### config.mk
export PLATFORM = sky130hd
export DESIGN_NAME = fragmentPipeline
export DESIGN_NICKNAME = d
export VERILOG_FILES = /design/src/hdl/rasterPkg.sv /design/src/hdl/colorMixer.sv /design/src/hdl/fragmentPipeline.sv /design/src/hdl/framebufferBlender.sv /design/src/hdl/pipeDelay.sv /design/src/hdl/texEnvUnit.sv
export VERILOG_INCLUDE_DIRS = /design/src /design/src/hdl
export SDC_FILE = /design/constraint.sdc
export NUM_CORES = 2
export LEC_CHECK = 0
export BUFFER_PORTS_ARGS = -buffer_cell sky130_fd_sc_hd__buf_4
export CAP_MARGIN = 30
export CORE_MARGIN = 2
export CORE_UTILIZATION = 44
export CTS_CLUSTER_DIAMETER = 150
export DETAILED_ROUTE_END_ITERATION = 7
export PLACE_DENSITY_LB_ADDON = 0.05
export SKIP_CTS_REPAIR_TIMING = 1
export SYNTH_ARGS = -nofsm -noshare
export SYNTH_HDL_FRONTEND = slang
export SYNTH_SLANG_ARGS = --single-unit
### constraint.sdc
create_clock -name aclk -period 5.6 [get_ports aclk]
set_input_delay 0.84 -clock aclk [delete_from_list [all_inputs] [get_ports aclk]]
set_output_delay 0.84 -clock aclk [all_outputs]
set_load 0.1 [all_outputs]
### src/hdl/raster_defs.svh
/* Widths and pipeline depths shared by the fragment color stage */

`ifndef RASTER_DEFS_SVH
`define RASTER_DEFS_SVH

// Bits per color channel
`define CHANNEL_WIDTH 8

// Width of each pixel coordinate
`define ADDR_WIDTH 10

// Latency of the color mixer in clocks
`define MIXER_DEPTH 2

// Operand register plus mixer, per unit
`define STAGE_DEPTH (`MIXER_DEPTH + 1)

`endif

### src/hdl/rasterPkg.sv
/* Color, fragment and pixel structs, texture environment and blend enums,
   and a helper that fills a color from one channel */

`include "raster_defs.svh"

package rasterPkg;

    typedef logic [`CHANNEL_WIDTH-1:0] channel_t;
    typedef logic [`ADDR_WIDTH-1:0] coord_t;

    // Alpha sits in the top channel
    typedef struct packed {
        channel_t a;
        channel_t b;
        channel_t g;
        channel_t r;
    } color_t;

    typedef struct packed {
        coord_t x;
        coord_t y;
    } fragAddr_t;

    typedef struct packed {
        fragAddr_t addr;
        color_t primary;
        color_t texel;
        color_t dest;
    } fragment_t;

    typedef struct packed {
        fragAddr_t addr;
        color_t color;
    } pixelOut_t;

    // Four mixer operands, result is a*b + c*d
    typedef struct packed {
        color_t a;
        color_t b;
        color_t c;
        color_t d;
    } mixOperands_t;

    typedef enum logic [2:0] {
        texReplace,
        texModulate,
        texDecal,
        texAdd,
        texBlend
    } texEnvMode_t;

    typedef enum logic [2:0] {
        blendZero,
        blendOne,
        blendSrcAlpha,
        blendOneMinusSrcAlpha,
        blendDstAlpha,
        blendOneMinusDstAlpha
    } blendFactor_t;

    // Same channel value in all four channels
    function automatic color_t fillColor(input channel_t value);
        return '{a: value, b: value, g: value, r: value};
    endfunction

endpackage

### src/hdl/colorMixer.sv
/* Four-channel color mixer, a*b + c*d per channel with rounding and
   saturation, two clocks of latency */

`timescale 1ns/10ps

`include "raster_defs.svh"

module colorMixer
    import rasterPkg::*;
(
    input  logic   aclk,
    input  color_t colorA,
    input  color_t colorB,
    input  color_t colorC,
    input  color_t colorD,
    output color_t mixedColor
);

    localparam int chanWidth = `CHANNEL_WIDTH;
    localparam int prodWidth = 2 * chanWidth;
    localparam int sumWidth = prodWidth + 1;
    localparam channel_t chanMax = '1;

    logic [prodWidth-1:0] prodAB [4];
    logic [prodWidth-1:0] prodCD [4];
    logic [sumWidth-1:0] sum [4];
    channel_t mixedReg [4];

    // Stage one, channel 0 is red and channel 3 is alpha
    always_ff @(posedge aclk)
    begin
        for (int i = 0; i < 4; i++)
        begin
            prodAB[i] <= prodWidth'(colorA[i*chanWidth +: chanWidth])
                       * prodWidth'(colorB[i*chanWidth +: chanWidth]);
            prodCD[i] <= prodWidth'(colorC[i*chanWidth +: chanWidth])
                       * prodWidth'(colorD[i*chanWidth +: chanWidth]);
        end
    end

    // Adding M rounds so that x*M gives back x
    always_comb
    begin
        for (int i = 0; i < 4; i++)
        begin
            sum[i] = sumWidth'(prodAB[i]) + sumWidth'(prodCD[i]) + sumWidth'(chanMax);
        end
    end

    // Stage two, top sum bit set means the shifted value exceeds M
    always_ff @(posedge aclk)
    begin
        for (int i = 0; i < 4; i++)
        begin
            if (sum[i][prodWidth])
                mixedReg[i] <= chanMax;
            else
                mixedReg[i] <= sum[i][prodWidth-1:chanWidth];
        end
    end

    assign mixedColor = {mixedReg[3], mixedReg[2], mixedReg[1], mixedReg[0]};

endmodule

### src/hdl/fragmentPipeline.sv
/* Fragment color stage top, texture environment then framebuffer blend,
   with the address, destination color and valid delayed alongside */

`timescale 1ns/10ps

`include "raster_defs.svh"

module fragmentPipeline
    import rasterPkg::*;
(
    input  logic         aclk,
    input  logic         arstN,
    input  logic         inValid,
    input  fragment_t    inFrag,
    input  texEnvMode_t  texMode,
    input  blendFactor_t srcFactor,
    input  blendFactor_t dstFactor,
    input  color_t       envColor,
    output logic         outValid,
    output pixelOut_t    outPixel
);

    pixelOut_t sideIn;
    pixelOut_t sideMid;
    logic validMid;
    color_t texColor;
    color_t blendedColor;
    fragAddr_t addrOut;

    // Destination color rides in the color field past the first unit
    assign sideIn = '{addr: inFrag.addr, color: inFrag.dest};

    texEnvUnit texEnv (
        .aclk     (aclk),
        .primary  (inFrag.primary),
        .texel    (inFrag.texel),
        .envColor (envColor),
        .mode     (texMode),
        .texColor (texColor)
    );

    pipeDelay #(.payload_t(pixelOut_t), .depth(`STAGE_DEPTH)) sideDelay (
        .aclk  (aclk),
        .arstN (arstN),
        .din   (sideIn),
        .dout  (sideMid)
    );

    pipeDelay #(.payload_t(logic), .depth(`STAGE_DEPTH)) validDelayTex (
        .aclk  (aclk),
        .arstN (arstN),
        .din   (inValid),
        .dout  (validMid)
    );

    framebufferBlender blender (
        .aclk         (aclk),
        .srcColor     (texColor),
        .dstColor     (sideMid.color),
        .srcFactor    (srcFactor),
        .dstFactor    (dstFactor),
        .blendedColor (blendedColor)
    );

    pipeDelay #(.payload_t(fragAddr_t), .depth(`STAGE_DEPTH)) addrDelay (
        .aclk  (aclk),
        .arstN (arstN),
        .din   (sideMid.addr),
        .dout  (addrOut)
    );

    pipeDelay #(.payload_t(logic), .depth(`STAGE_DEPTH)) validDelayBlend (
        .aclk  (aclk),
        .arstN (arstN),
        .din   (validMid),
        .dout  (outValid)
    );

    assign outPixel = '{addr: addrOut, color: blendedColor};

endmodule

### src/hdl/framebufferBlender.sv
/* Framebuffer blend, source times its factor plus destination times its
   factor through one color mixer, three clocks of latency */

`timescale 1ns/10ps

module framebufferBlender
    import rasterPkg::*;
(
    input  logic         aclk,
    input  color_t       srcColor,
    input  color_t       dstColor,
    input  blendFactor_t srcFactor,
    input  blendFactor_t dstFactor,
    output color_t       blendedColor
);

    mixOperands_t ops;
    mixOperands_t opsReg;

    // Factor enum to a four-channel factor color
    function automatic color_t expandFactor(
        input blendFactor_t factor,
        input channel_t     srcAlpha,
        input channel_t     dstAlpha
    );
        case (factor)
            blendZero:
                return '0;
            blendOne:
                return fillColor('1);
            blendSrcAlpha:
                return fillColor(srcAlpha);
            blendOneMinusSrcAlpha:
                return fillColor(~srcAlpha);
            blendDstAlpha:
                return fillColor(dstAlpha);
            blendOneMinusDstAlpha:
                return fillColor(~dstAlpha);
            default:
                return '0;
        endcase
    endfunction

    always_comb
    begin
        ops.a = srcColor;
        ops.b = expandFactor(srcFactor, srcColor.a, dstColor.a);
        ops.c = dstColor;
        ops.d = expandFactor(dstFactor, srcColor.a, dstColor.a);
    end

    // Operand stage ahead of the mixer
    always_ff @(posedge aclk)
    begin
        opsReg <= ops;
    end

    colorMixer mixer (
        .aclk       (aclk),
        .colorA     (opsReg.a),
        .colorB     (opsReg.b),
        .colorC     (opsReg.c),
        .colorD     (opsReg.d),
        .mixedColor (blendedColor)
    );

endmodule

### src/hdl/pipeDelay.sv
/* Register chain delaying any payload type by a fixed number of clocks */

`timescale 1ns/10ps

module pipeDelay #(
    parameter type payload_t = logic,
    parameter int depth = 1
) (
    input  logic     aclk,
    input  logic     arstN,
    input  payload_t din,
    output payload_t dout
);

    payload_t stages [depth];

    // Cleared chain keeps valid lines low after reset
    always_ff @(posedge aclk or negedge arstN)
    begin
        if (!arstN)
        begin
            for (int i = 0; i < depth; i++)
            begin
                stages[i] <= '0;
            end
        end
        else
        begin
            stages[0] <= din;
            for (int i = 1; i < depth; i++)
            begin
                stages[i] <= stages[i-1];
            end
        end
    end

    assign dout = stages[depth-1];

endmodule

### src/hdl/texEnvUnit.sv
/* Texture environment, combines texel and primary color under the selected
   mode through one color mixer, three clocks of latency */

`timescale 1ns/10ps

module texEnvUnit
    import rasterPkg::*;
(
    input  logic        aclk,
    input  color_t      primary,
    input  color_t      texel,
    input  color_t      envColor,
    input  texEnvMode_t mode,
    output color_t      texColor
);

    mixOperands_t ops;
    mixOperands_t opsReg;

    // RGB first, then alpha overrides where the mode treats it apart
    always_comb
    begin
        ops = '0;
        case (mode)
            texReplace:
            begin
                ops.a = texel;
                ops.b = fillColor('1);
            end
            texModulate:
            begin
                ops.a = texel;
                ops.b = primary;
            end
            texDecal:
            begin
                ops.a = texel;
                ops.b = fillColor(texel.a);
                ops.c = primary;
                ops.d = fillColor(~texel.a);
                // Alpha keeps the primary
                ops.a.a = primary.a;
                ops.b.a = '1;
                ops.c.a = '0;
                ops.d.a = '0;
            end
            texAdd:
            begin
                ops.a = texel;
                ops.b = fillColor('1);
                ops.c = primary;
                ops.d = fillColor('1);
                // Alpha is modulated, not added
                ops.b.a = primary.a;
                ops.c.a = '0;
                ops.d.a = '0;
            end
            texBlend:
            begin
                ops.a = primary;
                ops.b = ~texel;
                ops.c = envColor;
                ops.d = texel;
                ops.a.a = texel.a;
                ops.b.a = primary.a;
                ops.c.a = '0;
                ops.d.a = '0;
            end
            default:
            begin
                ops = '0;
            end
        endcase
    end

    always_ff @(posedge aclk)
    begin
        opsReg <= ops;
    end

    colorMixer mixer (
        .aclk       (aclk),
        .colorA     (opsReg.a),
        .colorB     (opsReg.b),
        .colorC     (opsReg.c),
        .colorD     (opsReg.d),
        .mixedColor (texColor)
    );

endmodule

* After elaboration in Yosys (flattened, before gate mapping)
Memory sizes are Yosys's and may differ from the RTL's. A register that Yosys moved wholly into a read port is not among the register bits.
Index checks and enable logic that the tools add are counted.
** Word-level totals
- Register bits :: 446
- Bits in latches :: 0
- Memory bits (writable) :: 320
- Memory bits (read-only) :: 0
- Input port bits :: 160
- Word-level logic and storage cells :: 159
- Memories :: 6
** Memories
- blender.mixer.prodAB :: depth 4, width 16, read ports 4, clocked after Yosys merged registers in 0, write ports 4, line colorMixer.sv:24 : logic [prodWidth-1:0] prodAB [4];
- blender.mixer.prodCD :: depth 4, width 16, read ports 4, clocked after Yosys merged registers in 0, write ports 4, line colorMixer.sv:25 : logic [prodWidth-1:0] prodCD [4];
- texEnv.mixer.prodAB :: depth 4, width 16, read ports 4, clocked after Yosys merged registers in 0, write ports 4, line colorMixer.sv:24
- texEnv.mixer.prodCD :: depth 4, width 16, read ports 4, clocked after Yosys merged registers in 0, write ports 4, line colorMixer.sv:25
- blender.mixer.mixedReg :: depth 4, width 8, read ports 4, clocked after Yosys merged registers in 0, write ports 4, line colorMixer.sv:27 : channel_t mixedReg [4];
- texEnv.mixer.mixedReg :: depth 4, width 8, read ports 4, clocked after Yosys merged registers in 3, write ports 4, line colorMixer.sv:27
** Operators by class
- $add $sub $neg :: 16
- $mul :: 16
- Div/mod/pow operators :: 0
- Order comparisons :: 0
- Eq/ne operators :: 14
- Shift-type cells :: 0
- Mux-type cells :: 36
- Bitwise gates (word level) :: 12
- Reductions and logical operators :: 1
** Operators with widths (count)
- case mux 32 bit (5 select lines) :: 2
- case mux 64 bit (5 select lines) :: 1
- multiplier 8 x 8 -> 16 bit :: 15
- case mux 56 bit (3 select lines) :: 1
- adder 16 x 16 -> 17 bit :: 8
- adder 17 x 8 -> 17 bit (second input constant) :: 8
- 2-to-1 mux 8 bit :: 8
- 2-to-1 mux 1 bit :: 24
- NOT 24 bit :: 1
- NOT 8 bit :: 3
- == test 3 x 2 -> 1 bit (second input constant) :: 6
- multiplier 8 x 8 -> 16 bit (first input constant) :: 1
- == test 3 bit (second input constant) :: 5
- == test 3 x 1 -> 1 bit (second input constant) :: 3
- bitwise OR 1 bit :: 8
- zero test 3 bit :: 1

* Depth between registers and ports, before layout
An unclocked memory read counts as a cell.
- Depth in word-level cells :: 6
- Gate-level depth with buffers :: 18

* Cells and area by module
Synthesis repeated with hierarchy kept, for this count alone.
** Unflattened totals
- Cells, all modules :: 5948
- Area, all modules :: 58367.2 um2
** Modules (own cells, without submodules)
- colorMixer at texEnv.mixer :: times used 1, cells each 2599, area an instance 23344.9 um2, sequential area each 3203.1 um2
- colorMixer at blender.mixer :: times used 1, cells each 2496, area an instance 22811.9 um2, sequential area each 3203.1 um2
- pipeDelay at sideDelay :: times used 1, cells each 208, area an instance 4294.1 um2, sequential area each 3903.7 um2
- texEnvUnit :: times used 1, cells each 389, area an instance 3955.0 um2, sequential area each 2242.2 um2
- framebufferBlender :: times used 1, cells each 170, area an instance 2159.6 um2, sequential area each 1601.5 um2
- pipeDelay at addrDelay :: times used 1, cells each 80, area an instance 1651.6 um2, sequential area each 1501.4 um2
- pipeDelay at validDelayBlend ... :: times used 2, cells each 3, area an instance 75.1 um2, sequential area each 75.1 um2

* Worst setup path after synthesis
OpenSTA, ideal clock, no wires.
- Path kind :: reg2reg
- Start point :: register blender.opsReg[26] (netlist name)
- End point :: memory blender.mixer.prodCD[0][14] (netlist name)
- Arrival :: 4.414 ns
- Setup slack :: 1.068 ns
- Cell stages (with the launch flop) :: 17
- Path buffers :: 1
- Period minus slack after synthesis :: 4.532 ns
- Cells stage by stage :: dfxtp_1 -> clkbuf_1 -> nand2_1 -> fa_1 -> fa_1 -> inv_1 -> fa_1 -> inv_1 -> fa_1 -> inv_1 -> ha_1 -> or3_1 -> a41oi_1 -> nor2b_1 -> o21a_1 -> o41a_1 -> xor2_1
** RTL lines
- start, declared :: line framebufferBlender.sv:18 : mixOperands_t opsReg;
- start signal, assigned :: line framebufferBlender.sv:55 : opsReg <= ops;
- end, declared :: line colorMixer.sv:25

==> run summary <==
Synthesized area per cell: 9.82 um^2
Maximum VDD drop: 0.644 mV
FF+latch count, synth: 718
Critical path required time: 6.21 ns
Hold Crit Class: input pin to asynchronous set/reset pin
Final Wtd Congestion: 0.826
Drt first-iter violations: 1,548
Crit end category: register
Layout area overhead: 12.0%
Post-synth ARST share: 30.9%
Total global routing overflow: 0
Final worst-path cycle share: 90.3%
ANT nets after route: 0
Period minus WS final: 5.06 ns
Critical path class: register to register
DRC violations left: 0
Most frequent cells in the layout: inv_1, and2_1, ha_1
Final wirelength: 121 mm
Chip Width: 356 um
Finish-stage setup viols: 0
Initial Util: 44.2%
Commonest non-fill, non-tap cell in the layout: inv_1
Final TNS setup: 0 ns
HPWL Detailed: 98.2 mm
Layout Nets: 7,227
CP arrival: 5.66 ns
Vias per cell: 4.83
Initial antenna violation count: 7
CTS tree: built
Pin count of the biggest net entering global routing: 160
Worst slack at placement: 0.538 ns
Post-synthesis sequential area ratio: 28.3%
Top FF cell, synth: dfxtp_1
MaxCap Viol Count: 0
Tightest Pin Transition: 0.933 ns
Final Max Slew Viols: 0
CTS Buffer Depth: 3
Mean routed wirelength per cell: 16.2 um
Wire length of the first global-routing pass: 199 mm
Startpoint class of the critical path: register
Worst hold margin: 0.0412 ns
# clock sinks: 718
Number of synthesized flops with an enable pin: 0
RSZ-0062 raised after global routing: false
Fin Clk Skew: 0.0537 ns
Tot GR Track Use: 19.7%
Via count: 36.1k
Mapped Cells: 5,563
Post-synthesis cell area: 54,600 um^2
Num CTS Buffers: 86
Core area: 123,000 um^2
IO buf count: 204
CTS H-tree depth: 3
Pre-Repair DR Iteration Count: 7
Multi-input logic area: 34,900 um^2
Register area: 15,500 um^2
Max Fclk: 0.198 GHz
Status: finished, final reports clean
Final hold vios: 0
Die ar.: 127,000 um^2
DIE HEIGHT: 356 um
Syn Nets: 7,013
CP Max Fanout: 18
Diode count: 0
Synth Warn #: 0
Rel. slew slack: 37.8%
Post-synth cell types: 77
I/O pins: 213
Fill cells: 11.6k
Pwr dens: 543 nW/um^2
Clock transition at path regs: 0.06 ns
Clk_lat worst skew: 0.72 ns
Row count: 129
CTS Root Cell: clkbuf_16
Leakage power total: 31.7 nW
Final worst setup slack: 0.545 ns
Fraction of layout cells with a size suffix above 1: 6.94%
Vias in the first global route: 37.1k
==> worst max-delay path, cell delays in order, from the launching register on <==
cell and delay [ns]:
dfxtp_1 0.87, nand2_1 0.17, fa_1 0.52, fa_1 0.56, inv_1 0.06, fa_1 0.47, inv_1 0.05, fa_1 0.47
inv_1 0.04, ha_1 0.32, or3_1 0.38, a41oi_1 0.31, nor2b_1 0.09, o21a_1 0.20, o41ai_1 0.30, xnor2_1 0.16
==> cell usage after synthesis, types with 18 or more instances <==
| master | instances | area share, % |
|---|---|---|
| a21oi_1 | 151 | 1.4 |
| and2_1 | 785 | 9.0 |
| nand2_1 | 297 | 2.0 |
| a22o_1 | 24 | 0.38 |
| inv_1 | 999 | 6.9 |
| a211oi_1 | 20 | 0.27 |
| o21ai_1 | 110 | 1.0 |
| o21a_1 | 27 | 0.37 |
| nor2_1 | 213 | 1.5 |
| clkbuf_1 | 94 | 0.65 |
| dfrtp_1 | 222 | 10 |
| o21bai_1 | 37 | 0.51 |
| dfxtp_1 | 496 | 18 |
| ha_1 | 750 | 17 |
| a21o_1 | 70 | 0.96 |
| o211a_1 | 25 | 0.46 |
| xor2_1 | 53 | 0.85 |
| xnor2_1 | 158 | 2.5 |
| o21ai_0 | 41 | 0.38 |
| and3_1 | 18 | 0.21 |
| nor2b_1 | 40 | 0.46 |
| buf_4 | 20 | 0.27 |
| fa_1 | 540 | 20 |
| nor3_1 | 75 | 0.69 |
| nand2b_1 | 48 | 0.55 |
| o41ai_1 | 23 | 0.37 |
| nand3_1 | 47 | 0.43 |
==> registers in the layout (all words and copies together), names as in the netlist, 20 cells and up <==
name,count
texEnv.opsReg,112
sideDelay.stages,104
blender.opsReg,80
blender.mixer.prodAB,64
blender.mixer.prodCD,64
texEnv.mixer.prodAB,64
sideDelay.dout,52
texEnv.mixer.prodCD,48
addrDelay.stages,40
blender.mixer.mixedReg,32
texEnv.mixer.mixedReg,32
addrDelay.dout,20
==> logic make-up (layout without fill, tap and decap cells) <==
| family | after synthesis | after routing | synth area share, % |
|---|---|---|---|
| and+or+nand+nor | 1582 | 1582 | 15.6 |
| adders and majority gates | 1290 | 1290 | 37.0 |
| buffers and inverters | 1121 | 1408 | 7.84 |
| DFF | 718 | 718 | 28.3 |
| AOI/OAI and AO/OA | 636 | 636 | 7.79 |
| xor gates and xnor gates | 211 | 211 | 3.38 |
| muxes | 5 | 5 | 0.105 |
==> per-stage QoR <==
| stage | cell area [um^2] | instances | total power [mW] | utilization [%] |
|---|---|---|---|---|
| after floorplan | 54600 | 5563 | 22.6 | - |
| after global placement | 58000 | 7323 | 27.6 | 47.0 |
| after detailed placement | 58100 | 7326 | 27.7 | 47.0 |
| after CTS | 61200 | 7487 | 33.9 | 49.5 |
| after global routing | 61200 | 7487 | 37.1 | 49.5 |
| final | 61200 | 7487 | 33.2 | 49.5 |
==> metal layers <==
metal  share of wire [%]  routed length [um]  track usage (%)  vias to the layer above
met5               0.011                  13                0                        -
met4                 1.7                2070             4.62                        2
met3                 2.9                3550             2.54                      111
met2                  47               56700             32.6                      426
met1                  49               59000             27.3                    17600
li1                    -                   -                -                    18000
==> layout make-up <==
cell class / instances / area share [%]
Clock buffer: 117 / 3.97
Clock inverter: 44 / 1.11
Inverter: 1006 / 6.17
Multi-Input combinational cell: 3724 / 57.0
Sequential cell: 718 / 25.3
Tap cell: 1637 / 3.35
Timing Repair Buffer: 241 / 3.09
==> path summary, 6_finish.rpt <==
check | from | end | slack [ns] | cells past startpoint
worst max register to register | blender.opsReg[27]$_SDFF_PN0_ | blender.mixer.prodCD[1][14]$_DFF_P_ | 0.54 | 15
worst max-delay path | blender.opsReg[27]$_SDFF_PN0_ | blender.mixer.prodCD[1][14]$_DFF_P_ | 0.54 | 15
max in group asynchronous | arstN | sideDelay.dout[9]$_DFF_PN0_ | 4.37 | 2
worst min-delay path | arstN | sideDelay.dout[48]$_DFF_PN0_ | 0.04 | 1
min in group aclk | inFrag[113] | sideDelay.stages[153]$_DFF_PN0_ | 0.22 | 1
worst min register to register | texEnv.mixer.mixedReg[1][0]$_SDFF_PP1_ | blender.opsReg[104]$_DFF_P_ | 0.31 | 0
==> report_power, final <==
part           internal, mW  switching [mW]  leakage, nW
clock network          3.53            2.42         1.48
registers              6.55           0.943         6.73
logic                  8.59            11.2         23.5
total                  18.7            14.6         31.7
Power figures use the tool's default switching activity.
